File: src/hw/core_defines.svh
`ifndef CORE_DEFINES_SVH
`define CORE_DEFINES_SVH

// Word width for data and addresses
`define CORE_XLEN 32

// Register index width
`define CORE_REG_AW 5

`define CORE_RESET_PC 32'h00000000

// ADDI x0, x0, 0
`define CORE_NOP 32'h00000013

`endif

File: src/hw/core_pkg.sv
package core_pkg;

    typedef enum logic [6:0] {
        OP_LUI    = 7'b0110111,
        OP_AUIPC  = 7'b0010111,
        OP_JAL    = 7'b1101111,
        OP_JALR   = 7'b1100111,
        OP_BRANCH = 7'b1100011,
        OP_IMM    = 7'b0010011,
        OP_REG    = 7'b0110011
    } opcode_e;

    typedef enum logic [3:0] {
        ALU_ADD, ALU_SUB, ALU_AND, ALU_OR, ALU_XOR,
        ALU_SLL, ALU_SRL, ALU_SRA, ALU_SLT, ALU_SLTU
    } alu_op_e;

    typedef enum logic [2:0] {BR_NONE, BR_EQ, BR_NE, BR_LT, BR_LTU} br_type_e;

    typedef enum logic [1:0] {PC_SEQ, PC_BR, PC_JALR, PC_JAL_ID} pc_sel_e;

    typedef enum logic [1:0] {WB_ALU, WB_PC4, WB_IMM} wb_sel_e;

    typedef struct packed {
        logic [6:0] funct7;
        logic [4:0] rs2;
        logic [4:0] rs1;
        logic [2:0] funct3;
        logic [4:0] rd;
        opcode_e    opcode;
    } r_type_t;

    typedef struct packed {
        logic [11:0] imm_11_0;
        logic [4:0]  rs1;
        logic [2:0]  funct3;
        logic [4:0]  rd;
        opcode_e     opcode;
    } i_type_t;

    typedef struct packed {
        logic       imm_12;
        logic [5:0] imm_10_5;
        logic [4:0] rs2;
        logic [4:0] rs1;
        logic [2:0] funct3;
        logic [3:0] imm_4_1;
        logic       imm_11;
        opcode_e    opcode;
    } b_type_t;

    typedef struct packed {
        logic [19:0] imm_31_12;
        logic [4:0]  rd;
        opcode_e     opcode;
    } u_type_t;

    typedef struct packed {
        logic       imm_20;
        logic [9:0] imm_10_1;
        logic       imm_11;
        logic [7:0] imm_19_12;
        logic [4:0] rd;
        opcode_e    opcode;
    } j_type_t;

    typedef union packed {
        r_type_t r;
        i_type_t i;
        b_type_t b;
        u_type_t u;
        j_type_t j;
    } inst_t;

endpackage

File: src/hw/alu.sv
`include "core_defines.svh"

module alu (
    input  logic [`CORE_XLEN-1:0] src1,
    input  logic [`CORE_XLEN-1:0] src2,
    input  core_pkg::alu_op_e     op,
    output logic [`CORE_XLEN-1:0] result
);

    logic [4:0] shamt;

    assign shamt = src2[4:0];

    always_comb begin
        case (op)
            core_pkg::ALU_ADD:  result = src1 + src2;
            core_pkg::ALU_SUB:  result = src1 - src2;
            core_pkg::ALU_AND:  result = src1 & src2;
            core_pkg::ALU_OR:   result = src1 | src2;
            core_pkg::ALU_XOR:  result = src1 ^ src2;
            core_pkg::ALU_SLL:  result = src1 << shamt;
            core_pkg::ALU_SRL:  result = src1 >> shamt;
            core_pkg::ALU_SRA:  result = $signed(src1) >>> shamt;
            core_pkg::ALU_SLT:  result = {31'b0, $signed(src1) < $signed(src2)};
            core_pkg::ALU_SLTU: result = {31'b0, src1 < src2};
            default:            result = '0;
        endcase
    end

endmodule

File: src/hw/branch_cmp.sv
`include "core_defines.svh"

module branch_cmp (
    input  logic [`CORE_XLEN-1:0] op1,
    input  logic [`CORE_XLEN-1:0] op2,
    input  core_pkg::br_type_e    br_type,
    output logic                  taken
);

    always_comb begin
        case (br_type)
            core_pkg::BR_EQ:  taken = (op1 == op2);
            core_pkg::BR_NE:  taken = (op1 != op2);
            core_pkg::BR_LT:  taken = ($signed(op1) < $signed(op2));
            core_pkg::BR_LTU: taken = (op1 < op2);
            default:          taken = 1'b0; // Not a branch
        endcase
    end

endmodule

File: src/hw/inst_decoder.sv
`include "core_defines.svh"

module inst_decoder (
    input  core_pkg::inst_t        inst,
    output logic [`CORE_XLEN-1:0]  imm,
    output core_pkg::alu_op_e      alu_op,
    output logic                   alu_src1_pc,
    output logic                   alu_src2_imm,
    output core_pkg::br_type_e     br_type,
    output logic                   jal,
    output logic                   jalr,
    output logic                   rf_we,
    output core_pkg::wb_sel_e      wb_sel
);

    // Shared funct3 map for OP and OP-IMM, alt picks SUB or SRA
    function automatic core_pkg::alu_op_e alu_from_funct3(input logic [2:0] funct3,
                                                          input logic       alt);
        case (funct3)
            3'b000:  return alt ? core_pkg::ALU_SUB : core_pkg::ALU_ADD;
            3'b001:  return core_pkg::ALU_SLL;
            3'b010:  return core_pkg::ALU_SLT;
            3'b011:  return core_pkg::ALU_SLTU;
            3'b100:  return core_pkg::ALU_XOR;
            3'b101:  return alt ? core_pkg::ALU_SRA : core_pkg::ALU_SRL;
            3'b110:  return core_pkg::ALU_OR;
            default: return core_pkg::ALU_AND;
        endcase
    endfunction

    logic we_raw;

    always_comb begin
        imm          = '0;
        alu_op       = core_pkg::ALU_ADD;
        alu_src1_pc  = 1'b0;
        alu_src2_imm = 1'b0;
        br_type      = core_pkg::BR_NONE;
        jal          = 1'b0;
        jalr         = 1'b0;
        we_raw       = 1'b0;
        wb_sel       = core_pkg::WB_ALU;
        case (inst.r.opcode)
            core_pkg::OP_REG: begin
                alu_op = alu_from_funct3(inst.r.funct3, inst.r.funct7[5]);
                we_raw = 1'b1;
            end
            core_pkg::OP_IMM: begin
                imm          = {{20{inst.i.imm_11_0[11]}}, inst.i.imm_11_0};
                alu_op       = alu_from_funct3(inst.i.funct3,
                                               (inst.i.funct3 == 3'b101) & inst.r.funct7[5]);
                alu_src2_imm = 1'b1;
                we_raw       = 1'b1;
            end
            core_pkg::OP_LUI: begin
                imm    = {inst.u.imm_31_12, 12'b0};
                wb_sel = core_pkg::WB_IMM;
                we_raw = 1'b1;
            end
            core_pkg::OP_AUIPC: begin
                imm          = {inst.u.imm_31_12, 12'b0};
                alu_src1_pc  = 1'b1;
                alu_src2_imm = 1'b1;
                we_raw       = 1'b1;
            end
            core_pkg::OP_JAL: begin
                imm    = {{11{inst.j.imm_20}}, inst.j.imm_20, inst.j.imm_19_12,
                          inst.j.imm_11, inst.j.imm_10_1, 1'b0};
                jal    = 1'b1;
                wb_sel = core_pkg::WB_PC4;
                we_raw = 1'b1;
            end
            core_pkg::OP_JALR: begin
                imm          = {{20{inst.i.imm_11_0[11]}}, inst.i.imm_11_0};
                alu_src2_imm = 1'b1;
                jalr         = 1'b1;
                wb_sel       = core_pkg::WB_PC4;
                we_raw       = 1'b1;
            end
            core_pkg::OP_BRANCH: begin
                imm          = {{19{inst.b.imm_12}}, inst.b.imm_12, inst.b.imm_11,
                                inst.b.imm_10_5, inst.b.imm_4_1, 1'b0};
                alu_src1_pc  = 1'b1; // ALU forms the target
                alu_src2_imm = 1'b1;
                case (inst.b.funct3)
                    3'b000:  br_type = core_pkg::BR_EQ;
                    3'b001:  br_type = core_pkg::BR_NE;
                    3'b100:  br_type = core_pkg::BR_LT;
                    3'b110:  br_type = core_pkg::BR_LTU;
                    default: br_type = core_pkg::BR_NONE;
                endcase
            end
            default: ; // Unsupported opcode runs as a bubble
        endcase
    end

    assign rf_we = we_raw & (inst.r.rd != '0);

endmodule

File: src/hw/next_pc_sel.sv
`include "core_defines.svh"

module next_pc_sel (
    input  logic [`CORE_XLEN-1:0] pc_add4,
    input  logic [`CORE_XLEN-1:0] alu_result,
    input  logic [`CORE_XLEN-1:0] jal_target,
    input  logic                  taken,
    input  logic                  jalr,
    input  logic                  jal_id,
    output logic [`CORE_XLEN-1:0] next_pc,
    output logic                  flush_if_id,
    output logic                  flush_id_ex
);

    core_pkg::pc_sel_e pc_sel;

    // EX redirects are older, so they win over a JAL in ID
    always_comb begin
        if (taken)
            pc_sel = core_pkg::PC_BR;
        else if (jalr)
            pc_sel = core_pkg::PC_JALR;
        else if (jal_id)
            pc_sel = core_pkg::PC_JAL_ID;
        else
            pc_sel = core_pkg::PC_SEQ;
    end

    always_comb begin
        case (pc_sel)
            core_pkg::PC_BR:     next_pc = alu_result;
            core_pkg::PC_JALR:   next_pc = {alu_result[`CORE_XLEN-1:1], 1'b0};
            core_pkg::PC_JAL_ID: next_pc = jal_target;
            default:             next_pc = pc_add4;
        endcase
    end

    assign flush_if_id = (pc_sel != core_pkg::PC_SEQ);
    assign flush_id_ex = (pc_sel == core_pkg::PC_BR) || (pc_sel == core_pkg::PC_JALR);

endmodule

File: src/hw/pipe_core.sv
`include "core_defines.svh"

module pipe_core (
    input  logic                    clk,
    input  logic                    reset,
    output logic [`CORE_XLEN-1:0]   im_addr,
    input  logic [`CORE_XLEN-1:0]   im_dout,
    input  logic [`CORE_REG_AW-1:0] check_addr,
    output logic [`CORE_XLEN-1:0]   check_data
);

    // IF
    logic [`CORE_XLEN-1:0] pc;
    logic [`CORE_XLEN-1:0] pc_add4;
    logic [`CORE_XLEN-1:0] next_pc;
    logic                  flush_if_id;
    logic                  flush_id_ex;

    // ID
    core_pkg::inst_t       id_inst;
    logic [`CORE_XLEN-1:0] id_pc;
    logic [`CORE_XLEN-1:0] id_imm;
    logic [`CORE_XLEN-1:0] id_rs1_val;
    logic [`CORE_XLEN-1:0] id_rs2_val;
    logic [`CORE_XLEN-1:0] id_jal_target;
    core_pkg::alu_op_e     id_alu_op;
    logic                  id_src1_pc;
    logic                  id_src2_imm;
    core_pkg::br_type_e    id_br_type;
    logic                  id_jal;
    logic                  id_jalr;
    logic                  id_rf_we;
    core_pkg::wb_sel_e     id_wb_sel;

    // EX
    core_pkg::inst_t       ex_inst;
    logic [`CORE_XLEN-1:0] ex_pc;
    logic [`CORE_XLEN-1:0] ex_imm;
    logic [`CORE_XLEN-1:0] ex_rs1_val;
    logic [`CORE_XLEN-1:0] ex_rs2_val;
    core_pkg::alu_op_e     ex_alu_op;
    logic                  ex_src1_pc;
    logic                  ex_src2_imm;
    core_pkg::br_type_e    ex_br_type;
    logic                  ex_jalr;
    logic                  ex_rf_we;
    core_pkg::wb_sel_e     ex_wb_sel;
    logic [`CORE_XLEN-1:0] ex_src1;
    logic [`CORE_XLEN-1:0] ex_src2;
    logic [`CORE_XLEN-1:0] ex_alu_result;
    logic                  ex_taken;
    logic [`CORE_XLEN-1:0] ex_wb_data;

    assign im_addr = pc;
    assign pc_add4 = pc + 32'd4;

    always_ff @(posedge clk) begin
        if (reset)
            pc <= `CORE_RESET_PC;
        else
            pc <= next_pc;
    end

    always_ff @(posedge clk) begin
        if (reset || flush_if_id)
            id_inst <= `CORE_NOP; // Squash the wrong-path fetch
        else
            id_inst <= im_dout;
        id_pc <= pc;
    end

    inst_decoder u_decoder (
        .inst         (id_inst),
        .imm          (id_imm),
        .alu_op       (id_alu_op),
        .alu_src1_pc  (id_src1_pc),
        .alu_src2_imm (id_src2_imm),
        .br_type      (id_br_type),
        .jal          (id_jal),
        .jalr         (id_jalr),
        .rf_we        (id_rf_we),
        .wb_sel       (id_wb_sel)
    );

    assign id_jal_target = id_pc + id_imm; // JAL resolved early

    reg_file u_reg_file (
        .clk    (clk),
        .reset  (reset),
        .ra0    (id_inst.r.rs1),
        .ra1    (id_inst.r.rs2),
        .rd0    (id_rs1_val),
        .rd1    (id_rs2_val),
        .wa     (ex_inst.r.rd),
        .wd     (ex_wb_data),
        .we     (ex_rf_we),
        .ra_dbg (check_addr),
        .rd_dbg (check_data)
    );

    always_ff @(posedge clk) begin
        if (reset || flush_id_ex) begin
            ex_inst    <= `CORE_NOP;
            ex_rf_we   <= 1'b0;
            ex_br_type <= core_pkg::BR_NONE;
            ex_jalr    <= 1'b0;
        end else begin
            ex_inst    <= id_inst;
            ex_rf_we   <= id_rf_we;
            ex_br_type <= id_br_type;
            ex_jalr    <= id_jalr;
        end
        ex_pc       <= id_pc;
        ex_imm      <= id_imm;
        ex_rs1_val  <= id_rs1_val;
        ex_rs2_val  <= id_rs2_val;
        ex_alu_op   <= id_alu_op;
        ex_src1_pc  <= id_src1_pc;
        ex_src2_imm <= id_src2_imm;
        ex_wb_sel   <= id_wb_sel;
    end

    assign ex_src1 = ex_src1_pc ? ex_pc : ex_rs1_val;
    assign ex_src2 = ex_src2_imm ? ex_imm : ex_rs2_val;

    alu u_alu (
        .src1   (ex_src1),
        .src2   (ex_src2),
        .op     (ex_alu_op),
        .result (ex_alu_result)
    );

    // Compares the raw register values while the ALU builds the target
    branch_cmp u_branch_cmp (
        .op1     (ex_rs1_val),
        .op2     (ex_rs2_val),
        .br_type (ex_br_type),
        .taken   (ex_taken)
    );

    next_pc_sel u_next_pc_sel (
        .pc_add4     (pc_add4),
        .alu_result  (ex_alu_result),
        .jal_target  (id_jal_target),
        .taken       (ex_taken),
        .jalr        (ex_jalr),
        .jal_id      (id_jal),
        .next_pc     (next_pc),
        .flush_if_id (flush_if_id),
        .flush_id_ex (flush_id_ex)
    );

    always_comb begin
        case (ex_wb_sel)
            core_pkg::WB_PC4: ex_wb_data = ex_pc + 32'd4; // Link address
            core_pkg::WB_IMM: ex_wb_data = ex_imm;
            default:          ex_wb_data = ex_alu_result;
        endcase
    end

endmodule

File: src/hw/reg_file.sv
`include "core_defines.svh"

module reg_file (
    input  logic                    clk,
    input  logic                    reset,
    input  logic [`CORE_REG_AW-1:0] ra0,
    input  logic [`CORE_REG_AW-1:0] ra1,
    output logic [`CORE_XLEN-1:0]   rd0,
    output logic [`CORE_XLEN-1:0]   rd1,
    input  logic [`CORE_REG_AW-1:0] wa,
    input  logic [`CORE_XLEN-1:0]   wd,
    input  logic                    we,
    input  logic [`CORE_REG_AW-1:0] ra_dbg,
    output logic [`CORE_XLEN-1:0]   rd_dbg
);

    logic [`CORE_XLEN-1:0] regs [1:31]; // x0 has no storage

    // Write-through read, so a producer in EX feeds ID in the same cycle
    function automatic logic [`CORE_XLEN-1:0] read_port(input logic [`CORE_REG_AW-1:0] a);
        if (a == '0)
            return '0;
        else if (we && a == wa)
            return wd;
        else
            return regs[a];
    endfunction

    always_ff @(posedge clk) begin
        if (reset) begin
            for (int i = 1; i < 32; i++)
                regs[i] <= '0;
        end else if (we && wa != '0) begin
            regs[wa] <= wd;
        end
    end

    always_comb begin
        rd0    = read_port(ra0);
        rd1    = read_port(ra1);
        rd_dbg = read_port(ra_dbg);
    end

endmodule

File: config.mk
export PLATFORM = sky130hd
export DESIGN_NAME = pipe_core
export DESIGN_NICKNAME = d
export VERILOG_FILES = /design/src/hw/core_pkg.sv /design/src/hw/alu.sv /design/src/hw/branch_cmp.sv /design/src/hw/inst_decoder.sv /design/src/hw/next_pc_sel.sv /design/src/hw/pipe_core.sv /design/src/hw/reg_file.sv
export VERILOG_INCLUDE_DIRS = /design/src /design/src/hw
export SDC_FILE = /design/constraint.sdc
export NUM_CORES = 2
export LEC_CHECK = 0
export BUFFER_PORTS_ARGS = -buffer_cell sky130_fd_sc_hd__buf_2
export CELL_PAD_IN_SITES_DETAIL_PLACEMENT = 1
export CELL_PAD_IN_SITES_GLOBAL_PLACEMENT = 1
export CORE_ASPECT_RATIO = 1.5
export CORE_MARGIN = 2
export CORE_UTILIZATION = 47
export DETAILED_ROUTE_END_ITERATION = 7
export GPL_ROUTABILITY_DRIVEN = 0
export PLACE_DENSITY_LB_ADDON = 0.1
export SYNTH_ARGS = -nofsm -noshare
export SYNTH_HDL_FRONTEND = slang
export SYNTH_SLANG_ARGS = --single-unit
File: constraint.sdc
create_clock -name clk -period 6.2 [get_ports clk]
set_clock_uncertainty 0.1 [all_clocks]
set_input_delay 0.31 -clock clk [delete_from_list [all_inputs] [get_ports clk]]
set_output_delay 0.31 -clock clk [all_outputs]
set_load 0.01 [all_outputs]
==> results.sh <==
export IMPL_outcome="finished, violations left"
export IMPL_failed_checks="slew limit, setup timing"
export IMPL_crit_fanout=19
export IMPL_yosysWarnings=0
export IMPL_fp_dieW_um=343
export IMPL_vias=63700
export IMPL_worstPathCellList="inv_1 > ha_1 > nand4_1 > nor3_1 > nand2_1 > or3_1 > a31oi_1 > a211oi_1 > o221ai_1 > mux2i_1 > o21a_1 > o21ai_0 > ha_1 > or2_2 > a221oi_1 > a211oi_1"
export IMPL_cp_top_family="compound AO/OA/AOI/OAI gates"
export IMPL_wl_per_cell_um=41.1
export IMPL_drc=0
export IMPL_grt_overflow=0
export IMPL_period_minus_slack_ns=6.35
export IMPL_hp_start="im_dout[0]"
export IMPL_ios=103
export IMPL_synth_top_family_by_area="multiplexers"
export IMPL_vias_per_cell=7.31
export IMPL_antenna_found_initial=35
export IMPL_layout_drive_gt1_share_pct=27.6
export IMPL_start_kind="flop"
export IMPL_fin_crit_sh_pct=102
export IMPL_slew_violations=1
export IMPL_power_density_nw_per_um2=302
export IMPL_first_global_vias=65400
export IMPL_holdPathEnd="id_inst[0]"
export IMPL_synthMuxAreaShare_pct=29.1
export IMPL_drtIter0Drc=8064
export IMPL_synth_fa_ha_area_share_pct=2.70
export IMPL_hold_viol_final=0
export IMPL_syn_to_final_growth_pct=10.5
export IMPL_cp_required_ns=6.74
export IMPL_clk_latency_ns=0.81
export IMPL_grt_pass1_wl_um=501000
export IMPL_cts_tree="done"
export IMPL_crit_path_end_kind="flop"
export IMPL_synth_cells=6377
export IMPL_io_buffers=102
export IMPL_die_h_um=513
export IMPL_synth_edf_count=1024
export IMPL_pre_cts_slack_ns=0.301
export IMPL_drtAntennaViolNets=0
export IMPL_fmax_ghz=0.158
export IMPL_r2r_end="im_addr[18]"
export IMPL_ys_top_cells_by_count="nor2_1, edfxtp_1, mux4_2, clkbuf_1, a211oi_1"
export IMPL_synthXorXnorAreaFrac_pct=1.11
export IMPL_synth_top_area_share_pct=37.9
export IMPL_arrival_ns=6.88
export IMPL_timing_final_ws_setup_ns=-0.145
export IMPL_cap_violations=0
export IMPL_cp_slowest_cell="a31oi_1"
export IMPL_synthArstFlopShare_pct=0
export IMPL_ys_seq_area_share_pct=43.9
export IMPL_power_leakage_nw=31.9
export IMPL_cts_htree_levels=4
export IMPL_max_stage_delay_ns=0.96
export IMPL_dp_hpwl_um=234000
export IMPL_synth_cell_types=106
export IMPL_dieArea_um2=176000
export IMPL_netlist_area_um2=81100
export IMPL_rrSetupSlack_ns=-0.15
export IMPL_ys_ff_latch=1266
export IMPL_hp_class="in2reg"
export IMPL_grt_util_all_layers_pct=40.9
export IMPL_synth_avg_cell_area_um2=12.7
export IMPL_drtPass1Iterations=7
export IMPL_slew_headroom_pct=-8.75
export IMPL_synth_simple_area_share_pct=10.3
export IMPL_total_power_mw=27.0
export IMPL_whs_path_depth=3
export IMPL_ys_flop_type="edfxtp_1"
export IMPL_path_class="reg2reg"
export IMPL_routed_wl_um=359000
export IMPL_path_buf_inv=1
export IMPL_root_buffer="clkbuf_16"
export IMPL_ir_drop_mv=0.290
export IMPL_start_util_pct=47.3
export IMPL_post_synth_top_count_cell="nor2_1"
export IMPL_r2r_cells=16
export IMPL_synth_compound_area_share_pct=8.69
export IMPL_grt_max_degree=124
export IMPL_worst_pin_slew_ns=1.63
export IMPL_clockBufferDepth=3
export IMPL_yosys_area_top_type="edfxtp_1"
export IMPL_rr_startpoint="ex_rs2_val[26]"
export IMPL_fin_nets=6558
export IMPL_rows=186
export IMPL_clock_sinks=1266
export IMPL_path_clk_slew_ns=0.07
export IMPL_yosys_top_cells_area="edfxtp_1, mux4_2, dfxtp_1"
export IMPL_cts_made_buffers=134
export IMPL_setup_violations=8
export IMPL_core_um2=171000
==> per-stage QoR <==
step                util, %  area (um^2)  std cells  setup TNS, ns  hold WS (ns)
floorplan                 -        81200       6408              0         0.237
global placement       49.4        84600       8432              0         0.261
detailed placement     49.4        84600       8432              0         0.259
CTS                    52.2        89400       8708              0        0.0853
global route           52.3        89600       8712        -0.0140         0.132
finish                 52.3        89600       8721         -0.522         0.128
==> kinds of logic after synthesis <==
group / after synthesis
AOI/OAI and AO/OA: 984
buffers and inverters: 805
adders and majority gates: 173
DFF: 1266
muxes: 1134
other: 1
xor gates and xnor gates: 103
and+or+nand+nor: 1911
==> worst reg2reg max path: cells and delay by family (launching register included) <==
kind,cells,cell delay (ns)
flip-flops,1,0.31
AO/OA/AOI/OAI,7,2.89
multiplexers,1,0.28
AND/OR/NAND/NOR,5,1.84
buffers and inverters,1,0.13
adder cells (fa/ha/maj),2,0.67
==> how the worst max path moves through the flow <==
stage | endpoint | start | cells after the start
floorplan | u_reg_file.regs[12][24] | ex_src2_imm | 20
global placement | im_addr[31] | id_inst[1] | 17
detailed placement | im_addr[31] | id_inst[0] | 17
CTS | check_data[28] | ex_src2_imm | 18
global route | im_addr[18] | ex_rs2_val[26] | 16
finish | im_addr[18] | ex_rs2_val[26] | 16
==> flip-flops by register name, summed over array words and instances, names as in the netlist <==
register	count
u_reg_file.regs	1024
ex_imm	32
ex_pc	32
ex_rs1_val	32
ex_rs2_val	32
id_inst	32
id_pc	32
im_addr	32
ex_inst	5
ex_alu_op	4
ex_br_type	3
ex_wb_sel	2
ex_jalr	1
ex_rf_we	1
ex_src1_pc	1
ex_src2_imm	1
==> layout by cell type (no fill, tap or decap), types with 32 or more instances in the layout <==
cell,netlist,layout
a21oi_1,179,178
o21ai_0,97,97
o21a_1,47,47
dfxtp_1,242,224
nor3_1,52,51
buf_4,28,272
a221oi_1,49,46
buf_2,100,97
nor2_1,1187,1181
mux2i_1,133,128
clkbuf_16,0,136
and2_1,46,46
inv_1,168,168
xor2_1,42,42
edfxtp_1,1024,1024
xnor2_1,61,61
nand3_1,56,55
nand2_1,238,207
a211oi_1,249,241
clkbuf_1,380,34
mux4_2,963,963
nor2b_1,119,118
dlygate4sd3_1,0,32
conb_1,1,32
ha_1,170,166
a21o_1,56,55
==> layout make-up <==
type	count	area (um^2)
antenna	11	27.5
clock buffer	174	3590
clock inverter	70	831
fill	17100	81700
inverter	183	694
multi-input combinational	4337	42800
sequential	1266	35600
tap	2256	2820
timing repair buffer	424	3260
==> timing repair <==
action	4_1_cts	5_1_grt
pin swaps	0	2
hold endpoints to repair	32	0
gates resized for setup	14	28
hold buffers	32	0
endpoints found under the setup margin	10	163
buffers inserted	0	1
==> per-layer routing <==
metal	share of wire (%)	global-route usage (%)
met2	47	65.3
met1	32	46.0
met3	11	11.8
met4	9.7	31.9
met5	0.063	0
==> power breakdown <==
part / internal, mW / total (mW) / switching (mW) / leakage [nW]
registers: 9.60 / 10.0 / 0.418 / 12.5
logic: 2.86 / 8.65 / 5.79 / 17.2
clock network: 4.62 / 8.38 / 3.77 / 2.14
total: 17.1 / 27.0 / 9.97 / 31.9
(Power assumes the default switching activity.)
